$ cat src/logic/pe_array_pkg.sv
`default_nettype none

package pe_array_pkg;

   localparam int WORD_W = 64;
   localparam int OPC_W = 8;
   localparam int PE_IDX_W = 8;
   localparam int PAYLOAD_W = 48;
   localparam int N_PE = 4;

   // words in flight from issue to collect, at most N_PE + 2
   localparam int INFLIGHT_W = $clog2(N_PE + 3);

   // chain opcodes
   localparam logic [OPC_W-1:0] OP_NOP = 8'd0;
   localparam logic [OPC_W-1:0] OP_SET = 8'd1;
   localparam logic [OPC_W-1:0] OP_ADD = 8'd2;
   localparam logic [OPC_W-1:0] OP_SUM = 8'd3;
   localparam logic [OPC_W-1:0] OP_RETURN = 8'd4;

   typedef struct packed {
      logic [OPC_W-1:0] opcode;
      logic [PE_IDX_W-1:0] pe_idx;
      logic [PAYLOAD_W-1:0] payload;
   } pe_fields_t;

   // same 64 bits seen as an AEG value or as decoded fields
   typedef union packed {
      logic [WORD_W-1:0] raw;
      pe_fields_t f;
   } pe_word_t;

endpackage

`default_nettype wire

$ cat src/logic/cae_dispatch_pkg.sv
`default_nettype none

package cae_dispatch_pkg;

   // instruction word layout
   localparam int INST_W = 32;
   localparam int KIND_MSB = 31;
   localparam int KIND_LSB = 30;

   // instruction kinds in bits 31:30
   localparam logic [1:0] KIND_CUSTOM = 2'd0;
   localparam logic [1:0] KIND_AEG_WR = 2'd1;
   localparam logic [1:0] KIND_AEG_RD = 2'd2;
   localparam logic [1:0] KIND_UNIMPL = 2'd3;

   // custom instruction numbers
   localparam int CAEP_W = 5;
   localparam logic [CAEP_W-1:0] CAEP_HELLO = 5'd0;
   localparam logic [CAEP_W-1:0] CAEP_LAUNCH = 5'd1;
   localparam logic [CAEP_W-1:0] CAEP_NOP = 5'd2;

   // application engine registers
   localparam int AEG_IDX_W = 18;
   localparam int NUM_AEG = 2;
   localparam int AEG_SEL_W = $clog2(NUM_AEG);

   // exception word
   localparam int EXC_W = 16;
   localparam int EXC_UNIMPL = 0;
   localparam int EXC_AEGIDX = 1;

endpackage

`default_nettype wire
$ cat src/logic/cae_pers.sv
`default_nettype none
`timescale 1ns/1ns

module cae_pers
   import cae_dispatch_pkg::*;
   import pe_array_pkg::*;
(
   input  logic clk,
   input  logic r_reset,

   // dispatch interface
   input  logic [INST_W-1:0] cae_inst_i,
   input  logic [WORD_W-1:0] cae_data_i,
   input  logic cae_inst_vld_i,
   output logic [AEG_IDX_W-1:0] cae_aeg_cnt_o,
   output logic [EXC_W-1:0] cae_exception_o,
   output logic [WORD_W-1:0] cae_ret_data_o,
   output logic cae_ret_data_vld_o,
   output logic cae_idle_o,
   output logic cae_stall_o
);

   logic launch;
   pe_word_t aeg0;
   logic drain;
   logic wb_vld;
   pe_word_t wb_word;

   // stage k feeds pe k, last entry goes to the collector
   logic [N_PE:0] chain_vld;
   pe_word_t [N_PE:0] chain_word;

   cae_dispatch i_dispatch (
      .clk                (clk),
      .r_reset            (r_reset),
      .cae_inst_i         (cae_inst_i),
      .cae_data_i         (cae_data_i),
      .cae_inst_vld_i     (cae_inst_vld_i),
      .cae_aeg_cnt_o      (cae_aeg_cnt_o),
      .cae_exception_o    (cae_exception_o),
      .cae_ret_data_o     (cae_ret_data_o),
      .cae_ret_data_vld_o (cae_ret_data_vld_o),
      .wb_vld_i           (wb_vld),
      .wb_word_i          (wb_word),
      .launch_o           (launch),
      .aeg0_o             (aeg0)
   );

   pe_issue i_issue (
      .clk          (clk),
      .r_reset      (r_reset),
      .launch_i     (launch),
      .aeg0_i       (aeg0),
      .drain_i      (drain),
      .issue_vld_o  (chain_vld[0]),
      .issue_word_o (chain_word[0]),
      .cae_stall_o  (cae_stall_o),
      .cae_idle_o   (cae_idle_o)
   );

   for (genvar g = 0; g < N_PE; g++) begin : g_pe
      spmv_pe #(
         .PE_IDX (g)
      ) i_pe (
         .clk     (clk),
         .r_reset (r_reset),
         .vld_i   (chain_vld[g]),
         .word_i  (chain_word[g]),
         .vld_o   (chain_vld[g+1]),
         .word_o  (chain_word[g+1])
      );
   end

   pe_collect i_collect (
      .clk       (clk),
      .r_reset   (r_reset),
      .vld_i     (chain_vld[N_PE]),
      .word_i    (chain_word[N_PE]),
      .drain_o   (drain),
      .wb_vld_o  (wb_vld),
      .wb_word_o (wb_word)
   );

endmodule

`default_nettype wire

$ cat src/logic/pe_collect.sv
`default_nettype none
`timescale 1ns/1ns

module pe_collect
   import pe_array_pkg::*;
(
   input  logic clk,
   input  logic r_reset,
   input  logic vld_i,
   input  pe_word_t word_i,
   output logic drain_o,
   output logic wb_vld_o,
   output pe_word_t wb_word_o
);

   logic is_sum;
   pe_word_t ret_word;

   assign is_sum = (word_i.f.opcode == OP_SUM);

   // finished sum comes back tagged as a return
   always_comb begin
      ret_word = word_i;
      if (is_sum) begin
         ret_word.f.opcode = OP_RETURN;
      end
   end

   always_ff @(posedge clk) begin
      if (r_reset) begin
         drain_o <= 1'b0;
         wb_vld_o <= 1'b0;
      end else begin
         drain_o <= vld_i;
         wb_vld_o <= vld_i && is_sum;
      end
   end

   always_ff @(posedge clk) begin
      if (vld_i) begin
         wb_word_o <= ret_word;
      end
   end

endmodule

`default_nettype wire

$ cat src/logic/spmv_pe.sv
`default_nettype none
`timescale 1ns/1ns

module spmv_pe
   import pe_array_pkg::*;
#(
   parameter int PE_IDX = 0
) (
   input  logic clk,
   input  logic r_reset,
   input  logic vld_i,
   input  pe_word_t word_i,
   output logic vld_o,
   output pe_word_t word_o
);

   logic [PAYLOAD_W-1:0] acc_q;
   logic hit;
   pe_word_t word_d;

   assign hit = (word_i.f.pe_idx == PE_IDX_W'(PE_IDX));

   // accumulator, only words addressed to this pe
   always_ff @(posedge clk) begin
      if (r_reset) begin
         acc_q <= '0;
      end else if (vld_i && hit) begin
         case (word_i.f.opcode)
            OP_SET: begin
               acc_q <= word_i.f.payload;
            end
            OP_ADD: begin
               acc_q <= acc_q + word_i.f.payload;
            end
            default: begin
               acc_q <= acc_q;
            end
         endcase
      end
   end

   // sum picks up every accumulator on its way down
   always_comb begin
      word_d = word_i;
      if (word_i.f.opcode == OP_SUM) begin
         word_d.f.payload = word_i.f.payload + acc_q;
      end
   end

   always_ff @(posedge clk) begin
      if (r_reset) begin
         vld_o <= 1'b0;
      end else begin
         vld_o <= vld_i;
      end
   end

   always_ff @(posedge clk) begin
      if (vld_i) begin
         word_o <= word_d;
      end
   end

endmodule

`default_nettype wire

$ cat src/logic/pe_issue.sv
`default_nettype none
`timescale 1ns/1ns

module pe_issue
   import pe_array_pkg::*;
(
   input  logic clk,
   input  logic r_reset,
   input  logic launch_i,
   input  pe_word_t aeg0_i,
   input  logic drain_i,
   output logic issue_vld_o,
   output pe_word_t issue_word_o,
   output logic cae_stall_o,
   output logic cae_idle_o
);

   logic [INFLIGHT_W-1:0] inflight_q;

   // head of the chain
   always_ff @(posedge clk) begin
      if (r_reset) begin
         issue_vld_o <= 1'b0;
      end else begin
         issue_vld_o <= launch_i;
      end
   end

   always_ff @(posedge clk) begin
      if (launch_i) begin
         issue_word_o <= aeg0_i;
      end
   end

   // words between launch and drain
   always_ff @(posedge clk) begin
      if (r_reset) begin
         inflight_q <= '0;
      end else if (launch_i && !drain_i) begin
         inflight_q <= inflight_q + 1'b1;
      end else if (drain_i && !launch_i) begin
         inflight_q <= inflight_q - 1'b1;
      end
   end

   // busy from the launch cycle on
   assign cae_stall_o = launch_i || (inflight_q != '0);
   assign cae_idle_o = !cae_stall_o;

endmodule

`default_nettype wire

$ cat src/logic/cae_dispatch.sv
`default_nettype none
`timescale 1ns/1ns

module cae_dispatch
   import cae_dispatch_pkg::*;
   import pe_array_pkg::*;
(
   input  logic clk,
   input  logic r_reset,

   // host dispatch
   input  logic [INST_W-1:0] cae_inst_i,
   input  logic [WORD_W-1:0] cae_data_i,
   input  logic cae_inst_vld_i,
   output logic [AEG_IDX_W-1:0] cae_aeg_cnt_o,
   output logic [EXC_W-1:0] cae_exception_o,
   output logic [WORD_W-1:0] cae_ret_data_o,
   output logic cae_ret_data_vld_o,

   // result from the collector
   input  logic wb_vld_i,
   input  pe_word_t wb_word_i,

   // to the issue stage
   output logic launch_o,
   output pe_word_t aeg0_o
);

   logic [1:0] inst_kind;
   logic [CAEP_W-1:0] inst_caep;
   logic [AEG_IDX_W-1:0] inst_aeg_idx;
   logic is_custom;
   logic is_aeg_wr;
   logic is_aeg_rd;
   logic idx_ok;
   logic caep_known;
   logic [NUM_AEG-1:0] aeg_we;

   pe_word_t aeg_q [NUM_AEG];

   logic ret_vld_q;
   logic [WORD_W-1:0] ret_data_q;
   logic exc_unimpl_q;
   logic exc_aegidx_q;

   // field decode
   assign inst_kind = cae_inst_i[KIND_MSB:KIND_LSB];
   assign inst_caep = cae_inst_i[CAEP_W-1:0];
   assign inst_aeg_idx = cae_inst_i[AEG_IDX_W-1:0];

   assign is_custom = cae_inst_vld_i && (inst_kind == KIND_CUSTOM);
   assign is_aeg_wr = cae_inst_vld_i && (inst_kind == KIND_AEG_WR);
   assign is_aeg_rd = cae_inst_vld_i && (inst_kind == KIND_AEG_RD);
   assign idx_ok = inst_aeg_idx < AEG_IDX_W'(NUM_AEG);

   assign caep_known = (inst_caep == CAEP_HELLO) ||
                       (inst_caep == CAEP_LAUNCH) ||
                       (inst_caep == CAEP_NOP);

   assign launch_o = is_custom && (inst_caep == CAEP_LAUNCH);

   always_comb begin
      for (int i = 0; i < NUM_AEG; i++) begin
         aeg_we[i] = is_aeg_wr && (inst_aeg_idx == AEG_IDX_W'(i));
      end
   end

   // aeg registers
   always_ff @(posedge clk) begin
      if (r_reset) begin
         for (int i = 0; i < NUM_AEG; i++) begin
            aeg_q[i] <= '0;
         end
      end else begin
         for (int i = 0; i < NUM_AEG; i++) begin
            if (aeg_we[i]) begin
               aeg_q[i].raw <= cae_data_i;
            end
         end
         // host write to aeg0 wins over the write-back
         if (wb_vld_i && !aeg_we[0]) begin
            aeg_q[0] <= wb_word_i;
         end
      end
   end

   assign aeg0_o = aeg_q[0];
   assign cae_aeg_cnt_o = AEG_IDX_W'(NUM_AEG);

   // read return, one cycle after the request
   always_ff @(posedge clk) begin
      if (r_reset) begin
         ret_vld_q <= 1'b0;
      end else begin
         ret_vld_q <= is_aeg_rd && idx_ok;
      end
   end

   always_ff @(posedge clk) begin
      if (is_aeg_rd) begin
         ret_data_q <= aeg_q[inst_aeg_idx[AEG_SEL_W-1:0]].raw;
      end
   end

   assign cae_ret_data_vld_o = ret_vld_q;
   assign cae_ret_data_o = ret_data_q;

   // exceptions last one cycle
   always_ff @(posedge clk) begin
      if (r_reset) begin
         exc_unimpl_q <= 1'b0;
         exc_aegidx_q <= 1'b0;
      end else begin
         exc_unimpl_q <= (cae_inst_vld_i && (inst_kind == KIND_UNIMPL)) ||
                         (is_custom && !caep_known);
         exc_aegidx_q <= (is_aeg_wr || is_aeg_rd) && !idx_ok;
      end
   end

   always_comb begin
      cae_exception_o = '0;
      cae_exception_o[EXC_UNIMPL] = exc_unimpl_q;
      cae_exception_o[EXC_AEGIDX] = exc_aegidx_q;
   end

endmodule

`default_nettype wire

$ cat config.mk
export PLATFORM = sky130hd
export DESIGN_NAME = cae_pers
export DESIGN_NICKNAME = d
export VERILOG_FILES = /design/src/logic/pe_array_pkg.sv /design/src/logic/cae_dispatch_pkg.sv /design/src/logic/cae_pers.sv /design/src/logic/pe_collect.sv /design/src/logic/spmv_pe.sv /design/src/logic/pe_issue.sv /design/src/logic/cae_dispatch.sv
export SDC_FILE = /design/constraint.sdc
export NUM_CORES = 2
export LEC_CHECK = 0
export ABC_AREA = 0
export BUFFER_PORTS_ARGS = -buffer_cell sky130_fd_sc_hd__buf_4
export CORE_ASPECT_RATIO = 0.6
export CORE_MARGIN = 5
export CORE_UTILIZATION = 40
export DETAILED_ROUTE_END_ITERATION = 10
export RECOVER_POWER = 25
export SYNTH_ARGS = -nofsm -noshare
export SYNTH_HDL_FRONTEND = slang
export SYNTH_SLANG_ARGS = --single-unit
$ cat constraint.sdc
create_clock -name clk -period 8.2 [get_ports clk]
set_input_delay 0.41 -clock clk [delete_from_list [all_inputs] [get_ports clk]]
set_output_delay 0.41 -clock clk [all_outputs]
set_load 0.1 [all_outputs]
# Word-level counts from Yosys, hierarchy flattened
# Memory sizes are Yosys's and may differ from the RTL's. A register that Yosys moved wholly into a read port is not among the register bits.
# Cells that the tools add are included.
[word_totals]
ff_bits = 525
latch_bits = 0
ramBits = 128
romBits = 0
inputBits = 99
output_inout_bits = 101
elab_cells = 121
memories = 1
[op_classes]
n_addsub = 6
n_mul = 0
div = 0
magnitude_cmp = 1
eq_ne = 22
shifts = 0
n_mux = 24
bitwise = 3
n_reduce_logical = 43
[memory_table]
columns = ["name", "words", "width", "rd", "rd_clocked_by_memory_dff", "wr", "line", "text"]
rows = [
  ["i_dispatch.aeg_q", 2, 64, 2, 2, 2, "cae_dispatch.sv:39", "pe_word_t aeg_q [NUM_AEG];"],
]
[op_table]
columns = ["cell", "n"]
rows = [
  ["48-bit one-hot mux with 2 select lines", 4],
  ["48-bit adder", 4],
  ["48-bit two-way mux", 4],
  ["64-bit two-way mux", 3],
  ["8-bit by 2-bit == test with 1-bit output, second input constant", 11],
  ["8-bit by 1-bit == test with 1-bit output, second input constant", 5],
  ["18-bit by 1-bit == test with 1-bit output, second input constant", 1],
  ["1-bit logical AND", 18],
  ["18-bit zero test", 1],
  ["18-bit by 2-bit less-than comparator with 1-bit output, second input constant", 1],
  ["1-bit two-way mux", 11],
  ["2-bit nonzero test", 5],
  ["8-bit zero test", 1],
  ["2-bit AND reduction", 4],
  ["1-bit zero test", 6],
  ["3-bit two-way mux", 2],
  ["5-bit by 1-bit == test with 1-bit output, second input constant", 1],
  ["5-bit by 2-bit == test with 1-bit output, second input constant", 1],
  ["5-bit zero test", 1],
  ["1-bit logical OR", 5],
  ["2-bit == test, second input constant", 2],
  ["3-bit by 1-bit adder with 3-bit output, second input constant", 1],
  ["1-bit OR", 3],
  ["3-bit nonzero test", 1],
  ["3 further kinds", 3],
]

# Longest topological paths before layout
[logic_depth]
ltp_word = 9
mapped_depth = 13
depth_no_buf = 13

# Cells and area by module
# From an unflattened synthesis, not the netlist that was laid out.
[hier_totals]
cells_unflattened = 3892
hier_area_um2 = 41871.4
[modules_own_cells]
columns = ["module", "n_inst", "cells_per_inst", "area_each_um2"]
rows = [
  ["spmv_pe (g_pe[1].i_pe ...)", 2, 817, 7464.7],
  ["cae_dispatch", 1, 480, 8135.3],
  ["spmv_pe (g_pe[3].i_pe)", 1, 817, 7462.2],
  ["spmv_pe (g_pe[0].i_pe)", 1, 800, 7179.4],
  ["pe_issue", 1, 83, 2114.5],
  ["pe_collect", 1, 78, 2050.7],
]

# Worst setup path after synthesis
# No wires, ideal clock.
[synth_timing]
path_type = "input -> output"
start = "input cae_inst_i[1]"
end = "output cae_idle_o"
arrival_ps = 8818
setup_slack_ps = -1028
path_stages = 5
n_path_buf = 0
cell_sequence = "nor3_1 nand2_1 nor4_1 or4_1 inv_1"
[synth_between]
elab_chain_cells = 4
[synth_rtl]
columns = ["element", "line", "text"]
rows = [
  ["from (decl)", "cae_pers.sv:12", "input logic [INST_W-1:0] cae_inst_i,"],
  ["5-bit by 1-bit == test with 1-bit output", "cae_dispatch.sv:60", "assign launch_o = is_custom && (inst_caep == CAEP_LAUNCH);"],
  ["1-bit logical AND", "cae_dispatch.sv:60", ""],
  ["named net i_dispatch.launch_o", "cae_dispatch.sv:25", "output logic launch_o,"],
  ["1-bit logical OR", "pe_issue.sv:47", "assign cae_stall_o = launch_i || (inflight_q != '0);"],
  ["named net cae_stall_o", "cae_pers.sv:20", "output logic cae_stall_o"],
  ["1-bit zero test", "pe_issue.sv:48", "assign cae_idle_o = !cae_stall_o;"],
  ["to (decl)", "cae_pers.sv:19", "output logic cae_idle_o,"],
]
# The timed path passes the listed nets, and every way through them passes these cells.

==> out/results.ini <==
[run_status]
outcome = finished with violations
violations = capacitance limit, slew limit

[synthesis]
synth_cell_type_count = 86
async_flop_share = 0
yosysWarnings = 0
synthXorXnorAreaFrac = 0.03511
ys.flop_type = edfxtp_1
synth_top_area_share = 0.4152
synth_mux_area_frac = 0.03628
synth_area_leaders = edfxtp_1 42%, dfxtp_1 9.9%, ha_1 5.7%, nand2_1 5.2%, o21ai_0 4.2%
syn-cell-area_um2 = 41660
yosys.area_share.simple = 0.1370
ys_seq_elements = 781
synth_top_family_by_area = compound AO/OA/AOI/OAI gates
synthAdderAreaFrac = 0.05917
postSynthCellCount = 4103
synth_compound_area_frac = 0.1800
avgSynthCellArea_um2 = 10.15
synth-edff-count = 576
yosysSeqAreaShare = 0.5137
yosys.area.top_type = edfxtp_1

[cts]
tritoncts = yes
htreeDepth = 3
cts_buffer_depth = 3
cts_resized = 0
cts-root-buf = clkbuf_16
clock_latency_ns = 0.68
clkTransAtPathRegs_ns = 0.07
cts_sinks = 781
numCtsBuffers = 72

[global_routing]
busiest_layer = met1
grt_pass1_vias = 28780
grt_pass1_wl_um = 184400
use_met1 = 0.3527
grt_max_degree = 108
overflow = 0
grtUsageTotal = 0.2181
antenna_found_initial = 11
grt_use_met3 = 0.05814
met2_usage = 0.2840

[timing]
clock_skew_ns = 0.02466
fmax_mhz = 168.9
finalCritPeriodShare = 0.7221
timing.slew.headroom = -1.837
setup_viol = 0
whs_ns = 0.03567
setup_ws_ns = 2.279
tns_ns = 0
rsz0062_at_grt = no
drv_slew = 216
finalHoldViolCount = 0
worstMarginPinSlew_ns = 4.256
final.min_clock_period_ns = 5.921

[worst_setup_path]
path_class = input pin to flip-flop
crit_required_ns = 8.70
critPathMaxStageDelay_ns = 2.96
crit_start = cae_inst_i[0]
path_max_fanout = 107
cp_slowest_cell = clkbuf_1
cp.arrival_ns = 6.42
crit_path_end_kind = flip-flop
worstPathCellList = clkbuf_4 > clkbuf_1 > nor3_1 > nor2b_4 > buf_12 > nand3_1 > o21ai_0
r2r_start = g_pe[2].i_pe.word_o[16]
startpoint_type = input pin

[final_layout]
syn2layout_area_growth_pct = 12.24
fill_cells = 9640
final_area_um2 = 46750
nets = 4478
layout-drive-gt1-share = 0.1127
final_core_util = 0.4537

[routing]
routedWlPerCell_um = 22.04
wirelength_um = 124300
dr.pass1.iters = 5
via_per_inst = 5.714
drtAntennaViolNets = 0
drt_iter0_markers = 3338
routed-via-count = 32220
route.detailed.drc = 0

[floorplan]
rows = 91
die-area_um2 = 110900
die_h_um = 260.0
die_x_um = 426.6
start_util = 0.4043
ios = 200
core_area_um2 = 103000

[min_path]
hold_start = cae_data_i[0]
hold_path.class = input pin to flip-flop

[power_and_ir_drop]
power_per_cell_area_nw_per_um2 = 171.1
vdd_drop_max_mv = 0.1372
p_leak_nw = 18.62

[placed_design]
postPlaceCellArea_um2 = 44010
io_buffers = 155
pre_cts_ws_ns = 3.818
dp_hpwl_um = 90510
place_congestion = 0.9540

[flow_run]
drv_cap = 4

==> critical path: cells and delay by family <==
family | cells | cell delay (ns)
AND/OR/NAND/NOR | 3 | 2.18
AO/OA/AOI/OAI | 1 | 0.19
buffers and inverters | 3 | 3.42
==> synth_stat cells, types with 23 or more instances <==
| cell type | n |
|---|---|
| nand3_1 | 119 |
| a21oi_1 | 259 |
| xnor2_1 | 103 |
| buf_4 | 34 |
| edfxtp_1 | 576 |
| a21o_1 | 113 |
| a311oi_1 | 66 |
| or3_1 | 23 |
| clkbuf_1 | 202 |
| a31oi_1 | 55 |
| nand2_1 | 577 |
| o21a_1 | 27 |
| inv_1 | 127 |
| nor2_1 | 263 |
| xor2_1 | 64 |
| dfxtp_1 | 205 |
| mux2_2 | 128 |
| buf_1 | 24 |
| ha_1 | 189 |
| o211ai_1 | 66 |
| and3_1 | 45 |
| and2_1 | 26 |
| o21ai_0 | 349 |
| o21bai_1 | 34 |
| nor3_1 | 63 |
| nand4_1 | 38 |
| a211oi_1 | 39 |
==> flip-flops by register name, indices dropped and copies added (netlist names) <==
register / count
i_dispatch.exc_aegidx_q: 1
i_issue.issue_vld_o: 1
i_dispatch.cae_ret_data_vld_o: 1
g_pe.i_pe.word_o: 256
i_dispatch.exc_unimpl_q: 1
i_collect.drain_o: 1
i_issue.issue_word_o: 64
g_pe.i_pe.acc_q: 192
i_collect.wb_vld_o: 1
i_issue.inflight_q: 3
g_pe.i_pe.vld_o: 4
i_collect.wb_word_o: 64
i_dispatch.cae_ret_data_o: 64
i_dispatch.aeg_q: 128
==> stage by stage <==
stage | power (W) | cells
detailed placement | 0.004626 | 5461
global placement | 0.004624 | 5461
floorplan | 0.004548 | 4133
global route | 0.008238 | 5638
CTS | 0.008055 | 5638
finish | 0.007998 | 5639
==> kinds of logic (layout without fill, tap and decap cells) <==
family                   after synthesis  count (layout)
flip-flops                           781             781
adder cells (fa/ha/maj)              194             194
multiplexers                         135             135
XOR/XNOR                             167             167
AND/OR/NAND/NOR                     1269            1269
other                                  2              33
AO/OA/AOI/OAI                       1163            1163
buffers and inverters                392             502
==> cell type report <==
type                       instances  area (um^2)  share of cell area
antenna                            1        2.502          0.00005352
clock buffer                      89         1866             0.03990
clock inverter                    43        450.4            0.009634
inverter                         128        483.0             0.01033
multi-input combinational       2960        18880              0.4039
sequential                       781        21400              0.4578
tap                             1395         1745             0.03733
timing repair buffer             242         1923             0.04113
==> cell usage in the layout, fill, tap and decap left out, types with 11 or more instances in the layout <==
cell,count
nand2_1,577
edfxtp_1,576
o21ai_0,349
nor2_1,259
a21oi_1,259
dfxtp_1,204
ha_1,189
buf_4,187
inv_1,127
mux2_2,122
nand3_1,115
a21o_1,113
xnor2_1,103
clkbuf_16,72
o211ai_1,66
a311oi_1,66
xor2_1,64
nor3_1,57
a31oi_1,55
and3_1,45
dlygate4sd3_1,45
a211oi_1,39
nand4_1,38
o21bai_1,34
conb_1,32
o21a_1,26
and2_1,26
clkbuf_1,23
or3_1,22
nor3b_1,21
o211a_1,21
nand2b_1,20
nor2b_1,18
o31ai_1,17
a211o_1,15
a21boi_0,12
nor4_1,11
or2_2,11
==> path summary, 6_finish.rpt <==
check,to,slack (ns),cells past startpoint
max,i_dispatch.aeg_q[0][1],2.28,7
min,i_dispatch.aeg_q[1][0],0.04,3
max reg2reg,g_pe[3].i_pe.word_o[46],3.57,11
min reg2reg,i_collect.wb_word_o[48],0.41,0
==> power breakdown <==
group / switching (W) / internal, W / total (W)
Combinational: 0.000222 / 0.0000812 / 0.000303
Sequential: 0.0000165 / 0.00424 / 0.00426
Clock: 0.00160 / 0.00184 / 0.00344
Total: 0.00184 / 0.00616 / 0.00800
==> what timing repair did <==
| action | in CTS | in global routing |
|---|---|---|
| buffers inserted | 0 | 0 |
| hold buffers | 45 | 0 |
| endpoints found under the hold margin | 45 | 0 |
| endpoints found under the setup margin | 0 | 0 |
==> layer usage <==
layer | vias to the layer above | part of all wire
li1 | 15270 | -
met1 | 15560 | 0.50
met2 | 1242 | 0.38
met3 | 150 | 0.098
met4 | 6 | 0.019
met5 | - | 0.00033
Note: power is estimated with default switching activity, not from simulation.
